--- src/hw/trace_pkg.sv ---
`default_nettype none

package trace_pkg;

    localparam int unsigned xlen        = 32;
    localparam int unsigned queue_depth = 4;
    localparam int unsigned queue_aw    = 2;
    localparam int unsigned ts_width    = 64;
    localparam int unsigned lost_width  = 16;

    typedef enum logic [2:0] {
        INST,
        LOAD,
        STORE,
        REG,
        CSR,
        TRAP,
        HALT,
        LOST
    } rec_kind_e;

    // Retire port as presented by the core.
    typedef struct packed {
        logic            valid;
        logic [xlen-1:0] pc;
        logic [xlen-1:0] inst;
        logic [1:0]      prv;
        logic            dbg;
        logic            rd_wr;
        logic [4:0]      rd_addr;
        logic [xlen-1:0] rd_data;
        logic            csr_wr;
        logic [11:0]     csr_addr;
        logic [xlen-1:0] csr_wdata;
        logic            mem_req;
        logic            mem_wr;
        logic [3:0]      mem_byte;
        logic [xlen-1:0] mem_addr;
        logic [xlen-1:0] mem_rdata;
        logic [xlen-1:0] mem_wdata;
        logic            trap;
        logic [xlen-1:0] mcause;
        logic [xlen-1:0] mtval;
        logic            halted;
    } retire_t;

    typedef struct packed {
        logic                valid;
        logic [xlen-1:0]     pc;
        logic [xlen-1:0]     inst;
        logic [1:0]          prv;
        logic                dbg;
        logic                rd_wr;
        logic [4:0]          rd_addr;
        logic [xlen-1:0]     rd_data;   // Zero for x0.
        logic                csr_wr;
        logic [11:0]         csr_addr;
        logic [xlen-1:0]     csr_wdata;
        logic                mem_req;
        logic                mem_wr;
        logic [3:0]          mem_byte;
        logic [xlen-1:0]     mem_addr;
        logic [xlen-1:0]     mem_data;  // Masked read or write data.
        logic                trap;
        logic [xlen-1:0]     mcause;
        logic [xlen-1:0]     mtval;
        logic                halt_enter;
        logic                halt_leave;
        logic [ts_width-1:0] timestamp;
    } retire_evt_t;

    typedef struct packed {
        logic [xlen-1:0] addr;
        logic [xlen-1:0] data;
    } rec_pair_t;

    typedef struct packed {
        logic            is_irq;
        logic [xlen-2:0] code;
        logic [xlen-1:0] tval;
    } rec_trap_t;

    typedef union packed {
        rec_pair_t pair;
        rec_trap_t trap;   // TRAP records only.
    } trace_payload_u;

    typedef struct packed {
        rec_kind_e      kind;
        logic [4:0]     tag;
        trace_payload_u payload;
    } trace_rec_t;

endpackage

`default_nettype wire

--- src/hw/retire_capture.sv ---
`default_nettype none

module retire_capture (
    input  wire                                 clk,
    input  wire                                 rst_n,
    input  wire trace_pkg::retire_t             retire,
    input  wire [trace_pkg::ts_width-1:0]       timestamp,
    input  wire                                 full,
    output trace_pkg::retire_evt_t              evt,
    output logic                                evt_push,
    output logic                                drop_pulse
);

    trace_pkg::retire_t                 ret_q;
    logic [trace_pkg::ts_width-1:0]     ts_q;
    logic                               halted_prev;
    logic                               halt_enter;
    logic                               halt_leave;
    logic                               has_evt;
    logic [trace_pkg::xlen-1:0]         mem_sel;
    logic [trace_pkg::xlen-1:0]         mem_masked;

    always_ff @(posedge clk or negedge rst_n) begin
        if (!rst_n) begin
            ret_q       <= '0;
            halted_prev <= 1'b0;
        end else begin
            ret_q       <= retire;
            halted_prev <= ret_q.halted;   // Level of the previous sample.
        end
    end

    always_ff @(posedge clk) begin
        ts_q <= timestamp;
    end

    assign halt_enter = ret_q.halted & ~halted_prev;
    assign halt_leave = ~ret_q.halted & halted_prev;
    assign has_evt    = halt_enter | halt_leave | ret_q.valid | ret_q.rd_wr |
                        ret_q.csr_wr | ret_q.trap;

    always_comb begin
        mem_sel = ret_q.mem_wr ? ret_q.mem_wdata : ret_q.mem_rdata;
        for (int i = 0; i < 4; i++) begin
            mem_masked[8*i +: 8] = ret_q.mem_byte[i] ? mem_sel[8*i +: 8] : 8'h00;
        end
    end

    always_comb begin
        evt.valid      = ret_q.valid;
        evt.pc         = ret_q.pc;
        evt.inst       = ret_q.inst;
        evt.prv        = ret_q.prv;
        evt.dbg        = ret_q.dbg;
        evt.rd_wr      = ret_q.rd_wr;
        evt.rd_addr    = ret_q.rd_addr;
        evt.rd_data    = (ret_q.rd_addr == 5'd0) ? '0 : ret_q.rd_data;
        evt.csr_wr     = ret_q.csr_wr;
        evt.csr_addr   = ret_q.csr_addr;
        evt.csr_wdata  = ret_q.csr_wdata;
        evt.mem_req    = ret_q.mem_req;
        evt.mem_wr     = ret_q.mem_wr;
        evt.mem_byte   = ret_q.mem_byte;
        evt.mem_addr   = ret_q.mem_addr;
        evt.mem_data   = mem_masked;
        evt.trap       = ret_q.trap;
        evt.mcause     = ret_q.mcause;
        evt.mtval      = ret_q.mtval;
        evt.halt_enter = halt_enter;
        evt.halt_leave = halt_leave;
        evt.timestamp  = ts_q;
    end

    assign evt_push   = has_evt & ~full;
    assign drop_pulse = has_evt & full;   // Counted, never queued.

endmodule

`default_nettype wire

--- src/hw/event_queue.sv ---
`default_nettype none

module event_queue (
    input  wire                         clk,
    input  wire                         rst_n,
    input  wire                         push,
    input  wire trace_pkg::retire_evt_t din,
    input  wire                         pop,
    output trace_pkg::retire_evt_t      head,
    output logic                        empty,
    output logic                        full
);

    trace_pkg::retire_evt_t             mem [trace_pkg::queue_depth];
    logic [trace_pkg::queue_aw-1:0]     wr_ptr;
    logic [trace_pkg::queue_aw-1:0]     rd_ptr;
    logic [trace_pkg::queue_aw:0]       count;
    logic                               do_push;
    logic                               do_pop;

    assign empty   = (count == '0);
    assign full    = (32'(count) == trace_pkg::queue_depth);
    assign do_push = push & ~full;
    assign do_pop  = pop & ~empty;
    assign head    = mem[rd_ptr];

    always_ff @(posedge clk) begin
        if (do_push) begin
            mem[wr_ptr] <= din;
        end
    end

    always_ff @(posedge clk or negedge rst_n) begin
        if (!rst_n) begin
            wr_ptr <= '0;
            rd_ptr <= '0;
            count  <= '0;
        end else begin
            if (do_push) wr_ptr <= wr_ptr + 1'b1;   // Wraps at depth.
            if (do_pop) rd_ptr <= rd_ptr + 1'b1;
            count <= count + {{trace_pkg::queue_aw{1'b0}}, do_push}
                           - {{trace_pkg::queue_aw{1'b0}}, do_pop};
        end
    end

endmodule

`default_nettype wire

--- src/hw/trace_counters.sv ---
`default_nettype none

module trace_counters (
    input  wire                                 clk,
    input  wire                                 rst_n,
    input  wire                                 drop_pulse,
    input  wire                                 lost_clear,
    output logic [trace_pkg::ts_width-1:0]      timestamp,
    output logic [trace_pkg::lost_width-1:0]    lost_count
);

    always_ff @(posedge clk or negedge rst_n) begin
        if (!rst_n) begin
            timestamp <= '0;
        end else begin
            timestamp <= timestamp + 1'b1;
        end
    end

    always_ff @(posedge clk or negedge rst_n) begin
        if (!rst_n) begin
            lost_count <= '0;
        end else if (lost_clear) begin
            lost_count <= drop_pulse ? {{(trace_pkg::lost_width-1){1'b0}}, 1'b1} : '0;
        end else if (drop_pulse && lost_count != '1) begin
            lost_count <= lost_count + 1'b1;   // Saturates at all ones.
        end
    end

endmodule

`default_nettype wire

--- src/hw/record_sequencer.sv ---
`default_nettype none

module record_sequencer (
    input  wire                                 clk,
    input  wire                                 rst_n,
    input  wire trace_pkg::retire_evt_t         head,
    input  wire                                 empty,
    input  wire [trace_pkg::lost_width-1:0]     lost_count,
    output logic                                pop,
    output logic                                lost_clear,
    output trace_pkg::trace_rec_t               out_rec,
    output logic                                out_valid,
    input  wire                                 out_ready
);

    typedef enum logic [2:0] {
        IDLE,
        LOST,
        HALT,
        INST,
        MEM,
        REG,
        CSR,
        TRAP
    } state_e;

    state_e     state;
    state_e     nxt;
    logic [7:1] cond;
    logic       xfer;

    // Indexed by state encoding.
    assign cond[1] = (lost_count != '0);
    assign cond[2] = head.halt_enter | head.halt_leave;
    assign cond[3] = head.valid;
    assign cond[4] = head.valid & head.mem_req;
    assign cond[5] = head.rd_wr;
    assign cond[6] = head.csr_wr;
    assign cond[7] = head.trap;

    always_comb begin
        nxt = IDLE;
        for (int i = 7; i >= 1; i--) begin
            if (cond[i] && i > int'(state)) nxt = state_e'(3'(i));   // Lowest wins.
        end
    end

    assign out_valid  = (state != IDLE);
    assign xfer       = out_valid & out_ready;
    assign lost_clear = xfer & (state == LOST);
    assign pop        = xfer && nxt == IDLE;

    always_ff @(posedge clk or negedge rst_n) begin
        if (!rst_n) begin
            state <= IDLE;
        end else if (state == IDLE) begin
            if (!empty) state <= nxt;
        end else if (xfer) begin
            state <= nxt;
        end
    end

    always_comb begin
        out_rec = '0;
        case (state)
            LOST: begin
                out_rec.kind              = trace_pkg::LOST;
                out_rec.payload.pair.data = {{(trace_pkg::xlen-trace_pkg::lost_width){1'b0}},
                                             lost_count};
            end
            HALT: begin
                out_rec.kind              = trace_pkg::HALT;
                out_rec.tag               = {4'b0, head.halt_enter};
                out_rec.payload.pair.addr = head.timestamp[63:32];
                out_rec.payload.pair.data = head.timestamp[31:0];
            end
            INST: begin
                out_rec.kind              = trace_pkg::INST;
                out_rec.tag               = {2'b0, head.dbg, head.prv};
                out_rec.payload.pair.addr = head.pc;
                out_rec.payload.pair.data = head.inst;
            end
            MEM: begin
                out_rec.kind              = head.mem_wr ? trace_pkg::STORE : trace_pkg::LOAD;
                out_rec.tag               = {1'b0, head.mem_byte};
                out_rec.payload.pair.addr = {head.mem_addr[31:2], 2'b00};
                out_rec.payload.pair.data = head.mem_data;
            end
            REG: begin
                out_rec.kind              = trace_pkg::REG;
                out_rec.tag               = head.rd_addr;
                out_rec.payload.pair.data = head.rd_data;
            end
            CSR: begin
                out_rec.kind              = trace_pkg::CSR;
                out_rec.payload.pair.addr = {20'b0, head.csr_addr};
                out_rec.payload.pair.data = head.csr_wdata;
            end
            TRAP: begin
                out_rec.kind              = trace_pkg::TRAP;
                out_rec.payload.trap.is_irq = head.mcause[31];   // Interrupt bit.
                out_rec.payload.trap.code   = head.mcause[30:0];
                out_rec.payload.trap.tval   = head.mtval;
            end
            default: ;
        endcase
    end

endmodule

`default_nettype wire

--- src/hw/trace_port.sv ---
`default_nettype none

module trace_port (
    input  wire                         clk,
    input  wire                         rst_n,
    input  wire trace_pkg::trace_rec_t  in_rec,
    input  wire                         in_valid,
    output logic                        in_ready,
    output logic                        trace_req,
    input  wire                         trace_ack,
    output trace_pkg::trace_rec_t       trace_rec
);

    typedef enum logic [1:0] {
        IDLE,
        REQ,
        WAIT_ACK_LOW
    } state_e;

    state_e state;

    assign in_ready  = (state == IDLE) & ~trace_ack;
    assign trace_req = (state == REQ);

    always_ff @(posedge clk) begin
        if (in_valid && in_ready) trace_rec <= in_rec;   // Held through the handshake.
    end

    always_ff @(posedge clk or negedge rst_n) begin
        if (!rst_n) begin
            state <= IDLE;
        end else begin
            case (state)
                IDLE:         if (in_valid && in_ready) state <= REQ;
                REQ:          if (trace_ack) state <= WAIT_ACK_LOW;
                WAIT_ACK_LOW: if (!trace_ack) state <= IDLE;
                default:      state <= IDLE;
            endcase
        end
    end

endmodule

`default_nettype wire

--- src/hw/trace_top.sv ---
`default_nettype none

module trace_top (
    input  wire                         clk,
    input  wire                         rst_n,
    input  wire trace_pkg::retire_t     retire,
    output logic                        trace_req,
    input  wire                         trace_ack,
    output trace_pkg::trace_rec_t       trace_rec
);

    trace_pkg::retire_evt_t             evt;
    trace_pkg::retire_evt_t             head;
    logic                               evt_push;
    logic                               drop_pulse;
    logic                               full;
    logic                               empty;
    logic                               pop;
    logic                               lost_clear;
    logic [trace_pkg::ts_width-1:0]     timestamp;
    logic [trace_pkg::lost_width-1:0]   lost_count;
    trace_pkg::trace_rec_t              out_rec;
    logic                               out_valid;
    logic                               out_ready;

    retire_capture retire_capture_inst (
        .clk        (clk),
        .rst_n      (rst_n),
        .retire     (retire),
        .timestamp  (timestamp),
        .full       (full),
        .evt        (evt),
        .evt_push   (evt_push),
        .drop_pulse (drop_pulse)
    );

    event_queue event_queue_inst (
        .clk   (clk),
        .rst_n (rst_n),
        .push  (evt_push),
        .din   (evt),
        .pop   (pop),
        .head  (head),
        .empty (empty),
        .full  (full)
    );

    trace_counters trace_counters_inst (
        .clk        (clk),
        .rst_n      (rst_n),
        .drop_pulse (drop_pulse),
        .lost_clear (lost_clear),
        .timestamp  (timestamp),
        .lost_count (lost_count)
    );

    record_sequencer record_sequencer_inst (
        .clk        (clk),
        .rst_n      (rst_n),
        .head       (head),
        .empty      (empty),
        .lost_count (lost_count),
        .pop        (pop),
        .lost_clear (lost_clear),
        .out_rec    (out_rec),
        .out_valid  (out_valid),
        .out_ready  (out_ready)
    );

    trace_port trace_port_inst (
        .clk       (clk),
        .rst_n     (rst_n),
        .in_rec    (out_rec),
        .in_valid  (out_valid),
        .in_ready  (out_ready),
        .trace_req (trace_req),
        .trace_ack (trace_ack),
        .trace_rec (trace_rec)
    );

endmodule

`default_nettype wire

--- config.mk ---
export PLATFORM = sky130hd
export DESIGN_NAME = trace_top
export DESIGN_NICKNAME = d
export VERILOG_FILES = /design/src/hw/trace_pkg.sv /design/src/hw/retire_capture.sv /design/src/hw/event_queue.sv /design/src/hw/trace_counters.sv /design/src/hw/record_sequencer.sv /design/src/hw/trace_port.sv /design/src/hw/trace_top.sv
export SDC_FILE = /design/constraint.sdc
export NUM_CORES = 2
export LEC_CHECK = 0
export ABC_AREA = 1
export BUFFER_PORTS_ARGS = -buffer_cell sky130_fd_sc_hd__buf_2
export CAP_MARGIN = 15
export CORE_MARGIN = 3
export CORE_UTILIZATION = 55
export DETAILED_ROUTE_END_ITERATION = 16
export PLACE_DENSITY = 0.86
export SLEW_MARGIN = 20
export SYNTH_ARGS = -nofsm -noshare
export SYNTH_HDL_FRONTEND = slang
export SYNTH_SLANG_ARGS = --single-unit
--- constraint.sdc ---
create_clock -name clk -period 15.47 [get_ports clk]
set_input_delay 3.094 -clock clk [delete_from_list [all_inputs] [get_ports clk]]
set_output_delay 3.094 -clock clk [all_outputs]
set_load 0.02 [all_outputs]
# --- After elaboration in Yosys (flattened, before gate mapping) ---
# Memories as Yosys holds them, arrays and structs flattened.
# Index checks and enable logic that the tools add are counted.
classes:
  n_lt_le_gt_ge: 7
  div_mod_pow: 0
  shifts: 0
  n_eq_ne: 15
  reduce_logical: 21
  n_bitwise: 21
  n_mux: 30
  addsub: 6
  n_mul: 0
op_table:
  columns: ["cell", "count"]
  rows:
  - ["32-bit one-hot mux with 7 select lines", 1]
  - ["32-bit one-hot mux with 5 select lines", 1]
  - ["64-bit by 1-bit adder with 64-bit output (second input constant)", 1]
  - ["32-bit 2-to-1 mux", 2]
  - ["16-bit 2-to-1 mux", 2]
  - ["8-bit 2-to-1 mux", 4]
  - ["3-bit 2-to-1 mux", 10]
  - ["5-bit one-hot mux with 4 select lines", 1]
  - ["3-bit one-hot mux with 6 select lines", 1]
  - ["16-bit by 1-bit adder with 16-bit output (second input constant)", 1]
  - ["16-bit inequality test (second input constant)", 1]
  - ["16-bit nonzero test", 1]
  - ["3-bit == test (second input constant)", 5]
  - ["3-bit greater-than comparator (first input constant)", 4]
  - ["1-bit bitwise AND", 10]
  - ["1-bit logical AND", 10]
  - ["3-bit zero test", 3]
  - ["2-bit 2-to-1 mux", 4]
  - ["3-bit by 2-bit == test with 1-bit output (second input constant)", 2]
  - ["2-bit by 3-bit greater-than comparator with 1-bit output (first input constant)", 2]
  - ["2-bit inequality test (second input constant)", 3]
  - ["1-bit bitwise OR", 6]
  - ["2-bit one-hot mux with 3 select lines", 1]
  - ["5-bit zero test", 1]
  - ["other kinds (15)", 23]
totals:
  regBits: 548
  latch_bits: 0
  inputBits: 322
  mem_bits_rw: 1408
  rom_bits: 0
  memories: 1
  wordCells: 134
memory_table:
  columns: ["name", "depth", "word_bits", "read_ports", "rd_ports_with_merged_regs", "wr", "line_no", "text"]
  rows:
  - ["event_queue_inst.mem", 4, 352, 1, 0, 1, "event_queue.sv:14", "trace_pkg::retire_evt_t mem [trace_pkg::queue_depth];"]

# --- Logic depth before layout (Yosys ltp) ---
logic_depth:
  word_depth: 13
  ltp_mapped: 18
  depth_no_buf: 17

# --- By module ---
# From an unflattened synthesis, not the netlist that was laid out.
hier_totals:
  cells_unflattened: 6584
  area_unflattened_um2: 76608.5
modules_own_cells:
  columns: ["mod", "instances", "cells_per_inst", "area_each_um2", "seq_area_each_um2"]
  rows:
  - ["event_queue", 1, 4518, 55313.0, 42455.7]
  - ["retire_capture", 1, 795, 11766.3, 9288.9]
  - ["trace_counters", 1, 677, 4690.7, 2001.9]
  - ["record_sequencer", 1, 507, 2571.2, 75.1]
  - ["trace_port", 1, 87, 2267.2, 2212.1]

# --- Worst setup path after synthesis ---
# Ideal clock, no wire load.
synth_path:
  kind: "reg-to-reg"
  from: "register retire_capture_inst.halted_prev"
  to: "memory event_queue_inst.mem[0][0] (netlist name), enable pin"
  path_slack_ps: -1193
  path_stages_with_launch: 8
  synth_period_minus_slack_ps: 16663
  arrival_time_ps: 15594
  path_buffers: 0
  path_cell_list: "dfrtp_1 inv_1 ha_1 nand2_1 nor4_1 nor2_1 inv_1 nor2_1"
synth_between:
  elab_chain_len: 11
synth_lines:
  columns: ["element", "line_no", "text"]
  rows:
  - ["start, declared", "retire_capture.sv:16", "logic halted_prev;"]
  - ["start signal, assigned", "retire_capture.sv:29", "halted_prev <= ret_q.halted;"]
  - ["1-bit inverter", "retire_capture.sv:37", "assign halt_enter = ret_q.halted & ~halted_prev;"]
  - ["1-bit bitwise AND", "retire_capture.sv:37", null]
  - ["1-bit bitwise OR (*) (4 in a row)", "retire_capture.sv:39", "assign has_evt = halt_enter | halt_leave | ret_q.valid | ret_q.rd_wr |"]
  - ["1-bit bitwise OR (*)", "retire_capture.sv:40", "ret_q.csr_wr | ret_q.trap;"]
  - ["1-bit bitwise AND (*)", "retire_capture.sv:74", "assign evt_push = has_evt & ~full;"]
  - ["1-bit bitwise AND (*)", "event_queue.sv:23", "assign do_push = push & ~full;"]
  - ["via event_queue_inst.do_push", "event_queue.sv:18", "logic do_push;"]
  - ["1-bit 2-to-1 mux (*)", "event_queue.sv:28", "if (do_push) begin"]
  - ["1-bit 2-to-1 mux (implied by the code) (*)", "event_queue.sv:29", "mem[wr_ptr] <= din;"]
  - ["end, declared", "event_queue.sv:14", null]
# The timed path passes the listed nets; every way through them passes the cells marked *.

==> results list <==
* Status: complete, no violations
* Shortest clock period the worst path allows after layout: roughly 4.8 ns
- Buffer levels on the longest clock path: 3
- Max-cap violations in this run came to 0.
- Summing the areas of all fa, ha and maj instances in the mapped netlist gives less than 1% of the synthesized area.
* Peak per-stage delay on the critical path: ~0.87 ns
- Summing the sequential cell areas from Yosys gives 77.6% of the chip area.
- The detailed router placed approximately 46000 vias in this run.
- The analysis attributes to cell leakage a power of roughly 30 nW.
- For this run, the detailed router's first-pass iteration total came to 7.
- Entering global routing, the biggest net connects 255 pins.
- Yosys mapped a number of flops with a built-in enable equal to between 1000 and 1500.
* Cells after Synth: ~5200
- Count of cell types in the netlist: 52
* Share of synthesized flip-flops with an asynchronous set or reset: about a fifth
- In the global route stage, overall resource usage came out at 28.1%.
- Summed over all nets, the half-perimeter wirelength after detailed placement is 110000 um.
* Fraction of final layout cells sized beyond drive strength 1: between 10% and 20%
* Nature of the critical path endpoint: register
- Compound-gate portion of the synthesized area: slightly above 9%
* Filler-free cell count of the finished design: around 7500
- Layer with the highest usage: met2
* Peak fanout along the critical path: 156
- Clock net sink count: roughly 1900
- TritonCTS clock tree: yes
- The die is about 370 um tall.
- Number of DRC violations after detailed-routing iteration 0: a little under 7000
- TritonCTS created 184 clock buffers.
* Cell area after technology mapping: about 72000 um^2
- Transition at the pin with the smallest max-transition slack: between 1 and 1.5 ns
- Dividing the final minimum period by the clock period gives between 30% and 40%.
- Number of nets in the layout: between 5000 and 6000
- The internal power of the cells totals ~11 mW.
- Global routing consumed, on the met3 layer, 6.18% of the routing resources.
* Total setup violations reported at the end of the flow: 0
* Crit path arrival time: around 5.4 ns
- Total count of max-transition violations in the final report: 0
- In this run, post-CTS repair resized a total of 0 instances.
- Element type at the critical path start: register
* Data required time of the worst path: roughly 16 ns
- Setup slack on the worst reg-to-reg path comes out at roughly 11 ns.
- Origin of the worst setup path: event_queue_inst.rd_ptr[0]$_DFFE_PN0P_
- The worst hold path begins at trace_counters_inst.timestamp[63]$_DFF_PN0_.
- Total number of H-tree levels: 4
- Between clock sinks in the finished design, the worst skew comes to 0.0431 ns.
- Hold Worst Slack: between 0.3 and 0.4 ns
- Routability-driven placement finished with a final weighted congestion of roughly 0.87.
* Number of synthesized register bits: around 1900
- For the worst-skew pair, the clock arrives at the later sink with an insertion delay of roughly 0.84 ns.
* Cell with the largest stage delay on the worst path: sky130_fd_sc_hd__buf_4
- Number of nets still failing antenna checks after routing: 0
- IO Count: about 400
* Top cells by area in the synthesized netlist: sky130_fd_sc_hd__edfxtp_1 (62%), sky130_fd_sc_hd__dfrtp_1 (14%), sky130_fd_sc_hd__o21ai_0 (4.6%)
- Via count of the first global-routing pass: 46200
* Top flip-flop cell by instance count after synthesis: sky130_fd_sc_hd__edfxtp_1
* Worst hold path class: reg -> reg
* Final number of hold-violating endpoints: 0
- Global routing used 37.2% of the available met1 tracks.
- Number of buffers inserted by port buffering: around 400
* PwrDens: roughly 210 nW/um^2
* Power share of the clock group: a little over a quarter
- The synthesized netlist devotes a little under a tenth of its cell area to simple gates.
- In this run the critical register-to-register path is launched from event_queue_inst.rd_ptr[0]$_DFFE_PN0P_.
- Starting Density: between 50% and 60%
* Total overflow reported by the global router: 0
- Summed over all layers, the routed wires come to approximately 190000 um.
- Peak supply drop: around 150 uV
- Cell with the most instances on the worst path: sky130_fd_sc_hd__buf_4
- Yosys Warn Count: 0
- Switching power: ~5.8 mW
- Post-Route Utilization: 63.3%
- Clock transition time at the flip-flop clock pins of the worst setup and hold paths: around 0.06 ns
- Multiplexer cells account for 0% of the synthesized area.
- Mapped Avg Cell Area: between 10 and 15 um^2
- Leaving out fill and tap cells, the most frequent cell in the layout is sky130_fd_sc_hd__edfxtp_1.
* # hold bufs at CTS: 0
- Placement row count: 131
- In the routed design, unresolved DRC markers number 0.
- Timing would allow up to between 200 and 250 MHz.
- DIE AREA: around 130000 um^2
- The share of total power dissipated in sequential elements is 47.4%.
- Post-synth net total: between 5000 and 6000
* Post-detailed-route via-to-cell ratio: 6.16
- Most frequent cells in the layout: sky130_fd_sc_hd__edfxtp_1 (1472), sky130_fd_sc_hd__nor2_1 (866), sky130_fd_sc_hd__o21ai_0 (658)
- The floorplan step defined a core boundary enclosing around 130000 um^2.
* Floorplan die width: between 300 and 400 um
- Met2 track demand over resource: approximately 45%
* Cells along the critical path: inv_8 -> buf_4 -> buf_4 -> o21ai_0 -> o22ai_1 -> nand2_1 -> a31oi_1
- Clock root buffer: sky130_fd_sc_hd__clkbuf_16
- In this run the biggest area consumer among cell types represents between 60% and 70% of the synthesized area.
- Combinational logic burns approximately a quarter of the power.
- Once the clock tree was built, the setup fixing pass inserted 0 buffers.
* Combinational family with the most area after synthesis: simple AND/OR/NAND/NOR gates
- Relative to the synthesized area, the layout overhead comes to 13.2%.
- Post-synth top area cell: sky130_fd_sc_hd__edfxtp_1
- Setup repair after global routing left no endpoint under its margin.
- Net switching is 34.5% of the power.
- Number of antenna violations at the first check in global routing: 13
- Summing the areas of all xor and xnor instances in the mapped netlist gives less than 1% of the synthesized area.
- Dividing the detail-routed wire length by the instance count gives 25.6 um.
* Wire length of the first global-routing pass: 285000 um
- The worst setup path is of the reg -> reg kind.
- Max-Slew Margin vs Limit: 19.5%
* Placed Cells incl. Taps: 7142
==> flip-flops by register name (all words and copies together) (netlist names) <==
signal                           cells
event_queue_inst.mem              1400
retire_capture_inst.evt            220
retire_capture_inst.ret_q           97
trace_port_inst.trace_rec           72
retire_capture_inst.ts_q            64
trace_counters_inst.timestamp       64
trace_counters_inst.lost_count      16
event_queue_inst.count               3
record_sequencer_inst.state          3
event_queue_inst.rd_ptr              2
event_queue_inst.wr_ptr              2
trace_port_inst.state                2
retire_capture_inst.halted_prev      1
==> power by group through the flow <==
| stage | combinational (mW) | clock, mW | sequential [mW] |
|---|---|---|---|
| after detailed placement | 4.14 | 0 | 8.03 |
| after floorplan | 2.61 | 0 | 8.85 |
| after global routing | 4.60 | 4.81 | 8.08 |
| after global placement | 3.98 | 0 | 7.94 |
| final | 4.32 | 4.55 | 7.99 |
| after CTS | 4.24 | 4.58 | 7.97 |
==> per-stage QoR <==
step	total power [mW]	cell area, um^2	setup TNS, ns	setup slack (ns)
2_1_floorplan	11.5	71800	-1670.15	-1.19
3_3_place_gp	11.9	75100	0	10.18
3_5_place_dp	12.2	75100	0	10.13
4_1_cts	16.8	81200	0	10.63
5_1_grt	17.5	81300	0	10.39
6_report	16.9	81300	0	10.63
==> final cells by class <==
cell class                 count  area (um^2)
antenna                       11         27.5
multi-input combinational   2851        14100
inverter                     165          639
tap                         1729         2160
timing repair buffer         451         2460
sequential                  1946        55800
fill                        8504        47200
clock inverter                92         1000
clock buffer                 257         5180
==> critical path, delay by kind of cell, from the launching register on <==
family,cells,cell delay [ns]
buffers and inverters,3,2.37
DFF,1,0.76
AOI/OAI and AO/OA,3,1.10
and+or+nand+nor,1,0.14
==> synth_stat cells, types with 54 or more instances <==
| library cell | instances |
|---|---|
| sky130_fd_sc_hd__clkbuf_1 | 135 |
| sky130_fd_sc_hd__buf_2 | 92 |
| sky130_fd_sc_hd__nand3_1 | 105 |
| sky130_fd_sc_hd__edfxtp_1 | 1472 |
| sky130_fd_sc_hd__o22ai_1 | 299 |
| sky130_fd_sc_hd__nand2_1 | 497 |
| sky130_fd_sc_hd__nor2_1 | 871 |
| sky130_fd_sc_hd__o21ai_0 | 658 |
| sky130_fd_sc_hd__a22o_1 | 54 |
| sky130_fd_sc_hd__inv_1 | 153 |
| sky130_fd_sc_hd__dfxtp_1 | 64 |
| sky130_fd_sc_hd__dfrtp_1 | 410 |
| sky130_fd_sc_hd__a21oi_1 | 54 |
==> worst paths after layout <==
path | end | depth (start not counted)
worst max-delay path | trace_port_inst.trace_rec[3]$_DFFE_PP_ | 7
worst min-delay path | retire_capture_inst.ts_q[63]$_DFF_P_ | 0
worst max register to register | trace_port_inst.trace_rec[3]$_DFFE_PP_ | 7
worst min register to register | retire_capture_inst.ts_q[63]$_DFF_P_ | 0
max in group asynchronous | retire_capture_inst.evt[194]$_DFF_PN0_ | 3
min in group asynchronous | retire_capture_inst.ret_q[231]$_DFF_PN0_ | 1
==> logic make-up (layout without fill, tap and decap cells) <==
group,after synthesis,count (layout)
compound gates,1153,1153
xor+xnor,69,69
fa+ha+maj,18,18
buf+inv,445,965
flops,1946,1946
other cells,0,11
simple gates,1611,1611
==> metal layers <==
layer	wire, um	vias to the layer above
met5	10	-
met4	9990	2
met3	22100	587
met2	91100	3555
met1	68900	22500
li1	-	19600
Power figures use the tool's default switching activity.
